File: src/harness_pkg.sv
/*
 * External peripheral harness package: bus widths, address map,
 * register offsets and interrupt bit positions
 */
package harness_pkg;

  // Register bus
  localparam int unsigned ADDR_W = 32;
  localparam int unsigned DATA_W = 32;

  typedef logic [ADDR_W-1:0] addr_t;
  typedef logic [DATA_W-1:0] data_t;

  // Peripheral indices
  localparam int unsigned NPERIPH = 2;

  typedef logic [0:0] periph_idx_t;

  localparam periph_idx_t GPIO_CNT_IDX  = 1'b0;
  localparam periph_idx_t PG_SWITCH_IDX = 1'b1;

  // Address map, one 4 KiB region per peripheral
  localparam addr_t GPIO_CNT_BASE  = 32'h2000_0000;
  localparam addr_t PG_SWITCH_BASE = 32'h2000_1000;
  localparam addr_t PERIPH_SPAN    = 32'h0000_1000;

  // Region bases, entry i belongs to peripheral index i
  localparam addr_t [NPERIPH-1:0] PERIPH_BASE = {
    PG_SWITCH_BASE,
    GPIO_CNT_BASE
  };

  // Register offsets inside a region
  localparam int unsigned REG_OFS_W = 4;

  typedef logic [REG_OFS_W-1:0] reg_ofs_t;

  localparam reg_ofs_t OFS_CFG    = 4'h0;
  localparam reg_ofs_t OFS_STATUS = 4'h4;

  // External interrupt lines
  localparam int unsigned INTR_W = 2;

  typedef logic [INTR_W-1:0] intr_vec_t;

  localparam int unsigned INTR_GPIO_CNT   = 0;
  localparam int unsigned INTR_PG_SETTLED = 1;

endpackage
File: src/ext_periph_harness.sv
/*
 * External peripheral harness: register bus decode and demux in front
 * of the GPIO counter and the power-switch model, plus interrupt vector
 */
`timescale 1ns/100ps

module ext_periph_harness #(
  parameter int unsigned CNT_W              = 16,
  parameter int unsigned CNT_MAX_RST        = 8,
  parameter int unsigned NUM_DOMAINS        = 4,
  parameter int unsigned SWITCH_ACK_LATENCY = 15
) (
  input  logic                   clk_i,
  input  logic                   rst_n_i,

  // Host register bus
  input  logic                   reg_valid_i,
  input  logic                   reg_write_i,
  input  harness_pkg::addr_t     reg_addr_i,
  input  harness_pkg::data_t     reg_wdata_i,
  output logic                   reg_ready_o,
  output harness_pkg::data_t     reg_rdata_o,
  output logic                   reg_error_o,

  // Pins
  input  logic                   gpio_i,
  output logic                   gpio_o,
  output logic [NUM_DOMAINS-1:0] pg_switch_n_o,
  output logic [NUM_DOMAINS-1:0] pg_switch_ack_n_o,

  output harness_pkg::intr_vec_t intr_vector_o
);

  harness_pkg::periph_idx_t sel_idx;
  logic                     sel_hit;

  logic                     cnt_valid;
  logic                     pg_valid;
  logic                     periph_write;
  harness_pkg::reg_ofs_t    periph_ofs;
  harness_pkg::data_t       periph_wdata;
  harness_pkg::data_t       cnt_rdata;
  harness_pkg::data_t       pg_rdata;

  logic                     cnt_intr;
  logic                     pg_settled_intr;

  ext_addr_decode i_ext_addr_decode (
    .addr_i    (reg_addr_i),
    .sel_idx_o (sel_idx),
    .sel_hit_o (sel_hit)
  );

  ext_reg_demux i_ext_reg_demux (
    .reg_valid_i    (reg_valid_i),
    .reg_write_i    (reg_write_i),
    .reg_addr_i     (reg_addr_i),
    .reg_wdata_i    (reg_wdata_i),
    .reg_ready_o    (reg_ready_o),
    .reg_rdata_o    (reg_rdata_o),
    .reg_error_o    (reg_error_o),
    .sel_idx_i      (sel_idx),
    .sel_hit_i      (sel_hit),
    .cnt_valid_o    (cnt_valid),
    .pg_valid_o     (pg_valid),
    .periph_write_o (periph_write),
    .periph_ofs_o   (periph_ofs),
    .periph_wdata_o (periph_wdata),
    .cnt_rdata_i    (cnt_rdata),
    .pg_rdata_i     (pg_rdata)
  );

  gpio_edge_counter #(
    .CNT_W       (CNT_W),
    .CNT_MAX_RST (CNT_MAX_RST)
  ) i_gpio_edge_counter (
    .clk_i      (clk_i),
    .rst_n_i    (rst_n_i),
    .valid_i    (cnt_valid),
    .write_i    (periph_write),
    .ofs_i      (periph_ofs),
    .wdata_i    (periph_wdata),
    .rdata_o    (cnt_rdata),
    .gpio_i     (gpio_i),
    .gpio_o     (gpio_o),
    .cnt_intr_o (cnt_intr)
  );

  powergate_switch_model #(
    .NUM_DOMAINS        (NUM_DOMAINS),
    .SWITCH_ACK_LATENCY (SWITCH_ACK_LATENCY)
  ) i_powergate_switch_model (
    .clk_i             (clk_i),
    .rst_n_i           (rst_n_i),
    .valid_i           (pg_valid),
    .write_i           (periph_write),
    .ofs_i             (periph_ofs),
    .wdata_i           (periph_wdata),
    .rdata_o           (pg_rdata),
    .pg_switch_n_o     (pg_switch_n_o),
    .pg_switch_ack_n_o (pg_switch_ack_n_o),
    .pg_settled_intr_o (pg_settled_intr)
  );

  // Unused lines stay low
  always_comb begin
    intr_vector_o = '0;
    intr_vector_o[harness_pkg::INTR_GPIO_CNT]   = cnt_intr;
    intr_vector_o[harness_pkg::INTR_PG_SETTLED] = pg_settled_intr;
  end

endmodule

File: src/powergate_switch_model.sv
/*
 * Power-switch model: per-domain active-low switch controls, with the
 * switch cells modelled as a fixed-latency acknowledge delay line
 */
`timescale 1ns/100ps

module powergate_switch_model #(
  parameter int unsigned NUM_DOMAINS        = 4,
  parameter int unsigned SWITCH_ACK_LATENCY = 15
) (
  input  logic                   clk_i,
  input  logic                   rst_n_i,

  // Register port
  input  logic                   valid_i,
  input  logic                   write_i,
  input  harness_pkg::reg_ofs_t  ofs_i,
  input  harness_pkg::data_t     wdata_i,
  output harness_pkg::data_t     rdata_o,

  output logic [NUM_DOMAINS-1:0] pg_switch_n_o,
  output logic [NUM_DOMAINS-1:0] pg_switch_ack_n_o,
  output logic                   pg_settled_intr_o
);

  typedef logic [NUM_DOMAINS-1:0] dom_vec_t;

  logic     cfg_wr;
  dom_vec_t switch_n_q;
  dom_vec_t ack_pipe_q [SWITCH_ACK_LATENCY];
  dom_vec_t ack_n;
  logic     ack_match;
  logic     pending_q;

  assign cfg_wr = valid_i & write_i & (ofs_i == harness_pkg::OFS_CFG);

  // Switch controls, all domains off out of reset
  always_ff @(posedge clk_i or negedge rst_n_i) begin
    if (!rst_n_i) begin
      switch_n_q <= '1;
    end else if (cfg_wr) begin
      switch_n_q <= wdata_i[NUM_DOMAINS-1:0];
    end
  end

  // Stage 0 holds the controls of the previous cycle
  always_ff @(posedge clk_i or negedge rst_n_i) begin
    if (!rst_n_i) begin
      for (int unsigned i = 0; i < SWITCH_ACK_LATENCY; i++) begin
        ack_pipe_q[i] <= '1;
      end
    end else begin
      ack_pipe_q[0] <= switch_n_q;
      for (int unsigned i = 1; i < SWITCH_ACK_LATENCY; i++) begin
        ack_pipe_q[i] <= ack_pipe_q[i-1];
      end
    end
  end

  assign ack_n = ack_pipe_q[SWITCH_ACK_LATENCY-1];

  // Remember a mismatch so the settle pulse fires only once
  assign ack_match = (ack_n == switch_n_q);

  always_ff @(posedge clk_i or negedge rst_n_i) begin
    if (!rst_n_i) begin
      pending_q <= 1'b0;
    end else begin
      pending_q <= ~ack_match;
    end
  end

  assign pg_settled_intr_o = ack_match & pending_q;

  assign pg_switch_n_o     = switch_n_q;
  assign pg_switch_ack_n_o = ack_n;

  always_comb begin
    case (ofs_i)
      harness_pkg::OFS_CFG:    rdata_o = harness_pkg::data_t'(switch_n_q);
      harness_pkg::OFS_STATUS: rdata_o = harness_pkg::data_t'(ack_n);
      default:                 rdata_o = '0;
    endcase
  end

endmodule

File: src/gpio_edge_counter.sv
/*
 * GPIO edge counter: counts rising edges on the input pin up to a
 * programmable threshold, then toggles the output pin and interrupts
 */
`timescale 1ns/100ps

module gpio_edge_counter #(
  parameter int unsigned CNT_W       = 16,
  parameter int unsigned CNT_MAX_RST = 8
) (
  input  logic                  clk_i,
  input  logic                  rst_n_i,

  // Register port
  input  logic                  valid_i,
  input  logic                  write_i,
  input  harness_pkg::reg_ofs_t ofs_i,
  input  harness_pkg::data_t    wdata_i,
  output harness_pkg::data_t    rdata_o,

  input  logic                  gpio_i,
  output logic                  gpio_o,
  output logic                  cnt_intr_o
);

  typedef logic [CNT_W-1:0] cnt_t;

  logic gpio_q;
  logic gpio_prev_q;
  logic rise;
  logic cfg_wr;
  logic fire;
  cnt_t thresh_q;
  cnt_t cnt_q;
  cnt_t cnt_inc;
  logic gpio_out_q;
  logic cnt_intr_q;

  assign cfg_wr  = valid_i & write_i & (ofs_i == harness_pkg::OFS_CFG);
  assign rise    = gpio_q & ~gpio_prev_q;
  assign cnt_inc = cnt_q + cnt_t'(1);

  // A register write takes priority over a coincident edge
  assign fire = rise & (cnt_inc == thresh_q) & ~cfg_wr;

  // Input register and edge history
  always_ff @(posedge clk_i or negedge rst_n_i) begin
    if (!rst_n_i) begin
      gpio_q      <= 1'b0;
      gpio_prev_q <= 1'b0;
    end else begin
      gpio_q      <= gpio_i;
      gpio_prev_q <= gpio_q;
    end
  end

  always_ff @(posedge clk_i or negedge rst_n_i) begin
    if (!rst_n_i) begin
      thresh_q <= cnt_t'(CNT_MAX_RST);
      cnt_q    <= '0;
    end else if (cfg_wr) begin
      thresh_q <= wdata_i[CNT_W-1:0];
      cnt_q    <= '0;
    end else if (fire) begin
      cnt_q <= '0;
    end else if (rise) begin
      cnt_q <= cnt_inc;
    end
  end

  // Toggle and interrupt appear together with the cleared count
  always_ff @(posedge clk_i or negedge rst_n_i) begin
    if (!rst_n_i) begin
      gpio_out_q <= 1'b0;
      cnt_intr_q <= 1'b0;
    end else begin
      cnt_intr_q <= fire;
      if (fire) begin
        gpio_out_q <= ~gpio_out_q;
      end
    end
  end

  assign gpio_o     = gpio_out_q;
  assign cnt_intr_o = cnt_intr_q;

  always_comb begin
    case (ofs_i)
      harness_pkg::OFS_CFG:    rdata_o = harness_pkg::data_t'(thresh_q);
      harness_pkg::OFS_STATUS: rdata_o = harness_pkg::data_t'(cnt_q);
      default:                 rdata_o = '0;
    endcase
  end

endmodule

File: src/ext_reg_demux.sv
/*
 * Register bus demultiplexer: forwards a request to the selected
 * peripheral and returns its read data, or an error if unmapped
 */
`timescale 1ns/100ps

module ext_reg_demux (
  // Host side
  input  logic                     reg_valid_i,
  input  logic                     reg_write_i,
  input  harness_pkg::addr_t       reg_addr_i,
  input  harness_pkg::data_t       reg_wdata_i,
  output logic                     reg_ready_o,
  output harness_pkg::data_t       reg_rdata_o,
  output logic                     reg_error_o,

  // From the address decoder
  input  harness_pkg::periph_idx_t sel_idx_i,
  input  logic                     sel_hit_i,

  // Peripheral side
  output logic                     cnt_valid_o,
  output logic                     pg_valid_o,
  output logic                     periph_write_o,
  output harness_pkg::reg_ofs_t    periph_ofs_o,
  output harness_pkg::data_t       periph_wdata_o,
  input  harness_pkg::data_t       cnt_rdata_i,
  input  harness_pkg::data_t       pg_rdata_i
);

  logic req_hit;

  assign req_hit = reg_valid_i & sel_hit_i;

  // Only the addressed peripheral sees the request
  assign cnt_valid_o = req_hit & (sel_idx_i == harness_pkg::GPIO_CNT_IDX);
  assign pg_valid_o  = req_hit & (sel_idx_i == harness_pkg::PG_SWITCH_IDX);

  assign periph_write_o = reg_write_i;
  assign periph_ofs_o   = reg_addr_i[harness_pkg::REG_OFS_W-1:0];
  assign periph_wdata_o = reg_wdata_i;

  // No back-pressure, every request completes in its own cycle
  assign reg_ready_o = reg_valid_i;
  assign reg_error_o = reg_valid_i & ~sel_hit_i;

  always_comb begin
    reg_rdata_o = '0;
    if (req_hit) begin
      case (sel_idx_i)
        harness_pkg::GPIO_CNT_IDX:  reg_rdata_o = cnt_rdata_i;
        harness_pkg::PG_SWITCH_IDX: reg_rdata_o = pg_rdata_i;
        default:                    reg_rdata_o = '0;
      endcase
    end
  end

endmodule

File: src/ext_addr_decode.sv
/*
 * Address decoder for the external peripheral regions: returns the
 * index of the region holding the address and a match flag
 */
`timescale 1ns/100ps

module ext_addr_decode (
  input  harness_pkg::addr_t       addr_i,
  output harness_pkg::periph_idx_t sel_idx_o,
  output logic                     sel_hit_o
);

  always_comb begin
    harness_pkg::addr_t rel_addr;

    sel_idx_o = '0;
    sel_hit_o = 1'b0;
    rel_addr  = '0;

    // Walk the region table, the last matching entry wins
    for (int unsigned i = 0; i < harness_pkg::NPERIPH; i++) begin
      // Below the base wraps to a large value and fails the span check
      rel_addr = addr_i - harness_pkg::PERIPH_BASE[i];
      if (rel_addr < harness_pkg::PERIPH_SPAN) begin
        sel_idx_o = harness_pkg::periph_idx_t'(i);
        sel_hit_o = 1'b1;
      end
    end
  end

endmodule

File: config.mk
export PLATFORM = sky130hd
export DESIGN_NAME = ext_periph_harness
export DESIGN_NICKNAME = d
export VERILOG_FILES = /design/src/harness_pkg.sv /design/src/ext_periph_harness.sv /design/src/powergate_switch_model.sv /design/src/gpio_edge_counter.sv /design/src/ext_reg_demux.sv /design/src/ext_addr_decode.sv
export SDC_FILE = /design/constraint.sdc
export NUM_CORES = 1
export LEC_CHECK = 0
export BUFFER_PORTS_ARGS = -buffer_cell sky130_fd_sc_hd__buf_2
export CAP_MARGIN = 25
export CORE_MARGIN = 2
export CORE_UTILIZATION = 45
export CTS_CLUSTER_SIZE = 8
export DETAILED_ROUTE_END_ITERATION = 6
export PLACE_DENSITY = 0.77
export SYNTH_ARGS = -nofsm -noshare
export SYNTH_HDL_FRONTEND = slang
export SYNTH_SLANG_ARGS = --single-unit
File: constraint.sdc
create_clock -name clk_i -period 5.41 [get_ports clk_i]
set_clock_uncertainty 0.15 [all_clocks]
set_input_delay 1.623 -clock clk_i [delete_from_list [all_inputs] [get_ports clk_i]]
set_output_delay 1.623 -clock clk_i [all_outputs]
set_load 0.05 [all_outputs]
==> impl_metrics.csv, run 1 <==
group,metric,value,unit
timing,hold_ws,205.8,ps
pwr,p_switching,0.4896,mW
pwr,p_total,1.553,mW
cells_and_area,finalInstanceArea,5324,sq um
grt,antenna_found_initial,0,
timing,fmax,0.1890,GHz
synth,synth-seq-area-share,55.54,%
pwr,p_leak,2.272,nW
floorplan,io_pins,114,
worst_setup_path,cp.required,3640,ps
routing,drt_iter0_markers,318,
grt,grt.met1_usage,26.07,%
flow_run,cap_violations,0,
clock_network,clock_sinks,101,
placement,dp_hpwl,7057,um
timing,max_slew.worst_pin.slew,889.3,ps
clock_network,clkSlewWorstSetupHoldPaths,90,ps
placement,gp_congestion,0.9228,
clock_network,ctsHoldBuffers,0,
worst_setup_path,worstSetupStartpointType,"input pin",
timing,finalMaxSlewViolations,0,
grt,grt_usage,19.07,%
timing,fin_setup_tns,0,ps
routing,wl,10120,um
worst_setup_path,crit_fanout,4,
clock_network,clockBufferDepth,2,
placement,dp.cells,622,
pwr,peakVddDrop,120.5,uV
cells_and_area,drive_gt1_share,37.45,%
routing,dr_total_vias,3405,
synth,ys.flop_type,"dfstp_2",
worst_setup_path,critical_path_class,"in -> out",
grt,grt_util_met2,30.17,%
floorplan,coreArea,10230,sq um
synth,netlist_area,4697,sq um
synth,yosysUniqueCellTypes,51,
placement,place_ws,-119.0,ps
hold_path,hold_path.class,"reg -> reg",
synth,syn-instance-count,436,
grt,grt_pass1_wl,16870,um
cells_and_area,syn_to_final_growth,13.35,%
timing,hold_viol,0,
floorplan,die_h,106.2,um
synth,avgSynthCellArea,10.77,sq um
routing,wl_per_cell,15.87,um
synth,synth_edf_count,0,
cells_and_area,n_fill_cell,893,
hold_path,hold_depth,0,
clock_network,cts_tree,"yes",
pwr,combPwrFrac,17.2,%
timing,final.setup.worst_slack,117.8,ps
grt,use_met3,3.066,%
clock_network,clk_latency,350,ps
synth,async_reset_ff_share,100.0,%
pwr,p_int,1.064,mW
grt,grt_pass1_vias,3434,
run_status,status,"finished clean",
cells_and_area,finalNetCount,570,
floorplan,num_rows,37,
timing,setup_viol,0,
routing,drcViolationCount,0,
routing,ant_nets,0,
synth,ys_ff_latch,101,
clock_network,numCtsBuffers,9,
pwr,p_per_area,291.8,nW/um^2
cells_and_area,final_cells,638,
grt,grt-ovfl-total,0,
grt,grt.busiest_layer,"met2",
floorplan,die_area,11270,sq um
routing,via_per_inst,5.337,
cells_and_area,antenna_cells,0,
timing,max_slew_margin,40.71,%
routing,first_pass_iters,4,
worst_setup_path,arrival,3520,ps
pwr,clock_power_share,27.3,%
worst_setup_path,cp-end-kind,"output pin",
floorplan,start_util,45.91,%
placement,dpl-instance-area,5111,sq um
grt,grt_max_degree,74,
pwr,seqPwrFrac,55.4,%
timing,min_period,5292,ps
worst_setup_path,ff2ff_path_depth,8,
clock_network,cts_htree_levels,3,
synth,ys_warn_count,0,
timing,fin_crit_sh,97.82,%
pwr,p_sw_share,31.52,%
cells_and_area,final_core_util,52.04,%
placement,io_buffers,73,
floorplan,die_x,106.2,um
clock_network,root_buffer,"clkbuf_8",
[flip-flops by register name (all words and copies together), names as in the netlist]
signal,flops
i_powergate_switch_model.pending_q,1
i_gpio_edge_counter.gpio_o,1
i_gpio_edge_counter.gpio_prev_q,1
i_powergate_switch_model.pg_switch_ack_n_o,4
i_powergate_switch_model.pg_switch_n_o,4
i_gpio_edge_counter.cnt_q,16
i_gpio_edge_counter.cnt_intr_o,1
i_gpio_edge_counter.gpio_q,1
i_gpio_edge_counter.thresh_q,16
i_powergate_switch_model.ack_pipe_q,56
[synthesized netlist by cell type (2+ instances only)]
cell       n  area, sq um
a211oi_1   5        37.54
a21oi_1    7        35.03
a22oi_1   20        150.1
a31o_1     3        26.28
a31o_2     4        35.03
and4_1     3        26.28
buf_2      7        35.03
buf_4     25        187.7
clkbuf_1  16        60.06
dfrtp_1   36        900.9
dfstp_2   65         1708
ha_1       3        37.54
inv_1      7        26.28
mux2_2     4        45.04
nand2_1   71        266.5
nand2b_1   3        18.77
nand3_1   11        55.05
nand3b_1   4        30.03
nand4_1   11        68.82
nand4b_1   2        17.52
nor2_1    30        112.6
nor3_1     9        45.04
nor4_1     3        18.77
nor4_2     5        62.56
nor4b_1    3        26.28
o211ai_1   4        30.03
o21ai_0    3        15.01
o22ai_1    4        25.02
o31ai_1    3        22.52
or3_1      3        18.77
or4_1      6        45.04
xnor2_1   24        210.2
xor2_1    14        122.6
[layer usage]
metal,routed length (um),up-vias,share of wire (%)
li1,-,1592,-
met1,4531,1665,45
met2,4771,131,47
met3,631,17,6.2
met4,189,0,1.9
met5,0,-,0
[cell families (layout without fill, tap and decap cells)]
group                      Yosys count  count (layout)  share of synthesized area, %
AOI/OAI and AO/OA                   58              58                         8.897
xor gates and xnor gates            38              38                         7.086
adders and majority gates            3               3                        0.7992
buffers and inverters               57             108                         6.899
DFF                                101             101                         55.54
muxes                                4               4                        0.9589
other                                1              16                       0.07984
and+or+nand+nor                    174             174                         19.74
[cell usage in the layout, fill, tap and decap left out, drive strengths merged, types with 10 or more instances in the layout]
master | Yosys | layout
dfstp | 65 | 65
a22oi | 20 | 20
buf | 34 | 86
xor2 | 14 | 14
inv | 7 | 10
nand2 | 71 | 71
nand4 | 13 | 13
nor2 | 30 | 30
clkbuf | 16 | 12
dfrtp | 36 | 36
xnor2 | 24 | 24
nand3 | 12 | 12
conb | 1 | 16
[worst max-delay path, stage by stage]
cell	delay, ps
buf_2	100
nor4_2	340
nand4_1	220
nor4b_2	250
nand2_1	120
nor3_2	250
nand2_2	130
o22ai_1	250
buf_4	240
[power groups by stage]
| stage | Sequential [mW] | Clock (mW) | Combinational [mW] |
|---|---|---|---|
| detailed placement | 0.873 | 0 | 0.264 |
| finish | 0.861 | 0.425 | 0.268 |
| global placement | 0.872 | 0 | 0.257 |
| global route | 0.869 | 0.465 | 0.302 |
| CTS | 0.861 | 0.439 | 0.267 |
| floorplan | 0.815 | 0 | 0.263 |
[cell type report]
type / count / area, sq um / share of cell area [%]
clock buffers: 12 / 145.1 / 2.726
clock inverters: 3 / 21.27 / 0.3995
inverters: 7 / 26.28 / 0.4935
multi-input cells: 293 / 1877 / 35.25
flip-flops and latches: 101 / 2609 / 49.00
well taps: 136 / 170.2 / 3.196
repair buffers: 86 / 475.5 / 8.931
[timing repair]
action / CTS / global route
gates resized for setup: 6 / 3
setup endpoints to repair: 4 / 4
pin swaps: 0 / 2
buffers inserted: 0 / 1
[path summary, 6_finish.rpt]
kind | from | slack, ps | endpoint
max in group asynchronous | rst_n_i | 2930 | i_powergate_switch_model.ack_pipe_q[44]
min | i_powergate_switch_model.ack_pipe_q[27] | 210 | i_powergate_switch_model.ack_pipe_q[23]
max | reg_addr_i[28] | 120 | reg_rdata_o[3]
max reg2reg | i_gpio_edge_counter.cnt_q[0] | 2250 | i_gpio_edge_counter.cnt_q[3]
min in group asynchronous | rst_n_i | 1200 | i_gpio_edge_counter.thresh_q[6]
min reg2reg | i_powergate_switch_model.ack_pipe_q[27] | 210 | i_powergate_switch_model.ack_pipe_q[23]
(Power assumes the default switching activity.)
==> run 2, diff against run 1 <==
--- a/config.mk
+++ b/config.mk
@@ -5,13 +5,14 @@
 export SDC_FILE = /design/constraint.sdc
 export NUM_CORES = 1
 export LEC_CHECK = 0
+export ABC_AREA = 1
 export BUFFER_PORTS_ARGS = -buffer_cell sky130_fd_sc_hd__buf_2
 export CAP_MARGIN = 25
 export CORE_MARGIN = 2
 export CORE_UTILIZATION = 45
 export CTS_CLUSTER_SIZE = 8
 export DETAILED_ROUTE_END_ITERATION = 6
-export PLACE_DENSITY = 0.77
+export PLACE_DENSITY = 0.76
 export SYNTH_ARGS = -nofsm -noshare
 export SYNTH_HDL_FRONTEND = slang
 export SYNTH_SLANG_ARGS = --single-unit
==> impl_metrics.csv, run 2 <==
group,metric,value,unit
timing,setup_viol,0,
clock_network,cts_htree_levels,3,
grt,grt_pass1_wl,19850,um
synth,ys_ff_latch,101,
worst_setup_path,ff2ff_path_depth,14,
timing,fin_crit_sh,96.82,%
timing,hold_ws,202.0,ps
clock_network,clock_sinks,101,
synth,netlist_area,5157,sq um
clock_network,cts_tree,"yes",
timing,hold_viol,0,
pwr,seqPwrFrac,48.0,%
clock_network,ctsHoldBuffers,0,
routing,first_pass_iters,5,
grt,grt_usage,19.54,%
synth,synth-seq-area-share,50.58,%
grt,antenna_found_initial,0,
routing,drt_iter0_markers,307,
cells_and_area,regArea,2609,sq um
worst_setup_path,cp.required,3640,ps
hold_path,hold_path.class,"reg -> reg",
hold_path,holdPathEnd,"i_powergate_switch_model.ack_pipe_q[17]",
worst_setup_path,worstSetupStartpointType,"input pin",
synth,synth_top_cells_by_count,"nand2_1 (162), nor2_1 (81), inv_1 (72)",
grt,grt_max_degree,67,
placement,gp_congestion,0.9106,
routing,drcViolationCount,0,
placement,io_buffers,73,
cells_and_area,largest_reg_flops,56,
grt,use_met3,5.194,%
pwr,clock_power_share,35.7,%
synth,avgSynthCellArea,8.345,sq um
worst_setup_path,crit_fanout,7,
cells_and_area,final_cells,836,
cells_and_area,finalNetCount,760,
synth,syn-instance-count,618,
clock_network,numCtsBuffers,9,
flow_run,cap_violations,0,
worst_setup_path,slowest_stage,"nand4_1",
routing,wl_per_cell,13.99,um
hold_path,min_from,"i_powergate_switch_model.ack_pipe_q[21]",
timing,max_slew_margin,33.38,%
worst_setup_path,rr_endpoint,"i_gpio_edge_counter.cnt_q[1]",
grt,grt_pass1_vias,4288,
run_status,status,"finished clean",
routing,dr_total_vias,4256,
cells_and_area,top_regs,"i_powergate_switch_model.ack_pipe_q: 56 flops, i_gpio_edge_counter.cnt_q: 16 flops, i_gpio_edge_counter.thresh_q: 16 flops",
worst_setup_path,cp-end-kind,"output pin",
timing,fmax,0.1909,GHz
clock_network,clockBufferDepth,2,
floorplan,die_area,12330,sq um
synth,synth_top_area_share,33.11,%
timing,max_slew.worst_pin.slew,998.2,ps
synth,netlist_top_cells_area,"dfstp_2 (33%), dfrtp_1 (17%), nand2_1 (12%), nor2_1 (5.9%), inv_1 (5.2%)",
floorplan,num_rows,39,
synth,ys.flop_type,"dfstp_2",
clock_network,clkSlewWorstSetupHoldPaths,70,ps
worst_setup_path,r2r-start,"i_gpio_edge_counter.cnt_q[0]",
synth,synth_top_area_cell,"dfstp_2",
clock_network,clk_latency,340,ps
timing,finalMaxSlewViolations,0,
hold_path,hold_depth,0,
cells_and_area,largest-register,"i_powergate_switch_model.ack_pipe_q",
cells_and_area,final_common_cell,"nand2_1",
routing,wl,11700,um
floorplan,die_x,111.1,um
worst_setup_path,max_stage_delay,240,ps
routing,ant_nets,0,
cells_and_area,drive_gt1_share,28.43,%
synth,ys_warn_count,0,
cells_and_area,antenna_cells,0,
worst_setup_path,critical_path_class,"in -> out",
worst_setup_path,crit_path_cell_trace,"buf_2 -> nor2_1 -> nand2_1 -> nor2_4 -> nand2_1 -> nand2_1 -> nand2_1 -> a21oi_1 -> nand4_1 -> buf_6 -> o211ai_1 -> o21ai_1 -> nor2_1 -> buf_6",
worst_setup_path,arrival,3460,ps
synth,yosysUniqueCellTypes,42,
timing,rsz0062_at_grt,"true",
pwr,p_per_area,296.6,nW/um^2
grt,grt.busiest_layer,"met2",
pwr,combPwrFrac,16.2,%
routing,via_per_inst,5.091,
cells_and_area,n_fill_cell,1041,
floorplan,coreArea,11320,sq um
pwr,p_int,1.222,mW
worst_setup_path,rrSetupSlack,2850,ps
pwr,p_total,1.741,mW
placement,dp_hpwl,8427,um
grt,grt_util_met2,33.17,%
floorplan,io_pins,114,
worst_setup_path,cpMostUsedCell,"nand2_1",
grt,grt.met1_usage,24.82,%
pwr,p_switching,0.5187,mW
placement,dp.cells,819,
synth,synth_edf_count,0,
floorplan,die_h,111.1,um
pwr,peakVddDrop,203.3,uV
cells_and_area,most-common-layout-cells,"nand2_1 (161), nor2_1 (79), inv_1 (71), dfstp_2 (65), buf_2 (65)",
pwr,p_leak,2.687,nW
synth,async_reset_ff_share,100.0,%
cells_and_area,multiInputGateArea,2063,sq um
synth,post-synth-top-count-cell,"nand2_1",
pwr,p_sw_share,29.80,%
cells_and_area,syn_to_final_growth,13.80,%
grt,grt-ovfl-total,0,
floorplan,start_util,45.56,%
timing,min_period,5238,ps
clock_network,root_buffer,"clkbuf_16",
==> run 2: cell types whose count changed in the layout (fill, tap and decap cells not counted), moves of 15 or more <==
cell	change
nand3_1	+21
inv_1	+64
xnor2_1	-20
nor2_1	+49
nand2_1	+91
a22oi_1	-19
a21oi_1	+15
o21ai_0	+27
==> run 2: worst max-delay path by stage <==
stage / startpoint / endpoint / slack (ps) / depth (start not counted)
floorplan: reg_addr_i[30] / reg_rdata_o[0] / 160 / 14
global placement: reg_addr_i[15] / reg_rdata_o[2] / 120 / 14
detailed placement: reg_addr_i[13] / reg_rdata_o[0] / 70 / 14
CTS: reg_addr_i[13] / reg_rdata_o[0] / 40 / 14
global route: reg_addr_i[30] / reg_rdata_o[0] / -8 / 16
finish: reg_addr_i[17] / reg_rdata_o[0] / 170 / 14
==> run 2: cell type report <==
class / count / area share (%)
Sequential cell: 101 / 44.45
Multi-Input combinational cell: 423 / 35.15
Timing Repair Buffer: 81 / 7.781
Inverter: 72 / 4.605
Clock buffer: 11 / 4.306
Tap cell: 143 / 3.048
Clock inverter: 5 / 0.6608
==> run 2: through the flow <==
step	TNS [ps]	instance area, sq um	util [%]	setup WS, ps
6_report	0	5869	51.85	172.2
4_1_cts	0	5821	51.41	43.50
3_5_place_dp	0	5529	48.84	66.28
3_3_place_gp	0	5529	48.84	116.7
2_1_floorplan	0	5214	-	162.0
5_1_grt	-12.35	5869	51.85	-7.927
==> run 2: timing repair <==
action,CTS,global route
setup buffers,0,1
gates resized for setup,0,21
hold endpoints to repair,0,0
setup endpoints to repair,0,15
==> run 2: power groups by stage <==
| stage | registers [mW] | clock network (mW) | logic (mW) |
|---|---|---|---|
| 2_1_floorplan | 0.832 | 0 | 0.221 |
| 3_3_place_gp | 0.845 | 0 | 0.266 |
| 3_5_place_dp | 0.847 | 0 | 0.276 |
| 4_1_cts | 0.835 | 0.636 | 0.279 |
| 5_1_grt | 0.842 | 0.669 | 0.319 |
| 6_report | 0.836 | 0.622 | 0.282 |
==> run 2: per-layer routing <==
metal  share of wire, %  up-vias
met5                  0        -
met4                1.9        0
met3                6.1       26
met2                 49      147
met1                 43     2029
li1                   -     2054
==> run 2: logic make-up (layout without fill, tap and decap cells) <==
group                    after synthesis  count (layout)  share of synthesized area [%]
AO/OA/AOI/OAI                         74              74                          7.933
other                                  1              16                        0.07271
adder cells (fa/ha/maj)                3               3                         0.7279
buffers and inverters                109             169                          10.75
XOR/XNOR                               9               9                          1.941
flip-flops                           101             101                          50.58
multiplexers                           1               1                         0.1941
AND/OR/NAND/NOR                      320             320                          27.80
==> run 2: critical path: cells and delay by family <==
kind	cells	cell delay, ps
AND/OR/NAND/NOR	8	990
buffers and inverters	3	520
AO/OA/AOI/OAI	3	320
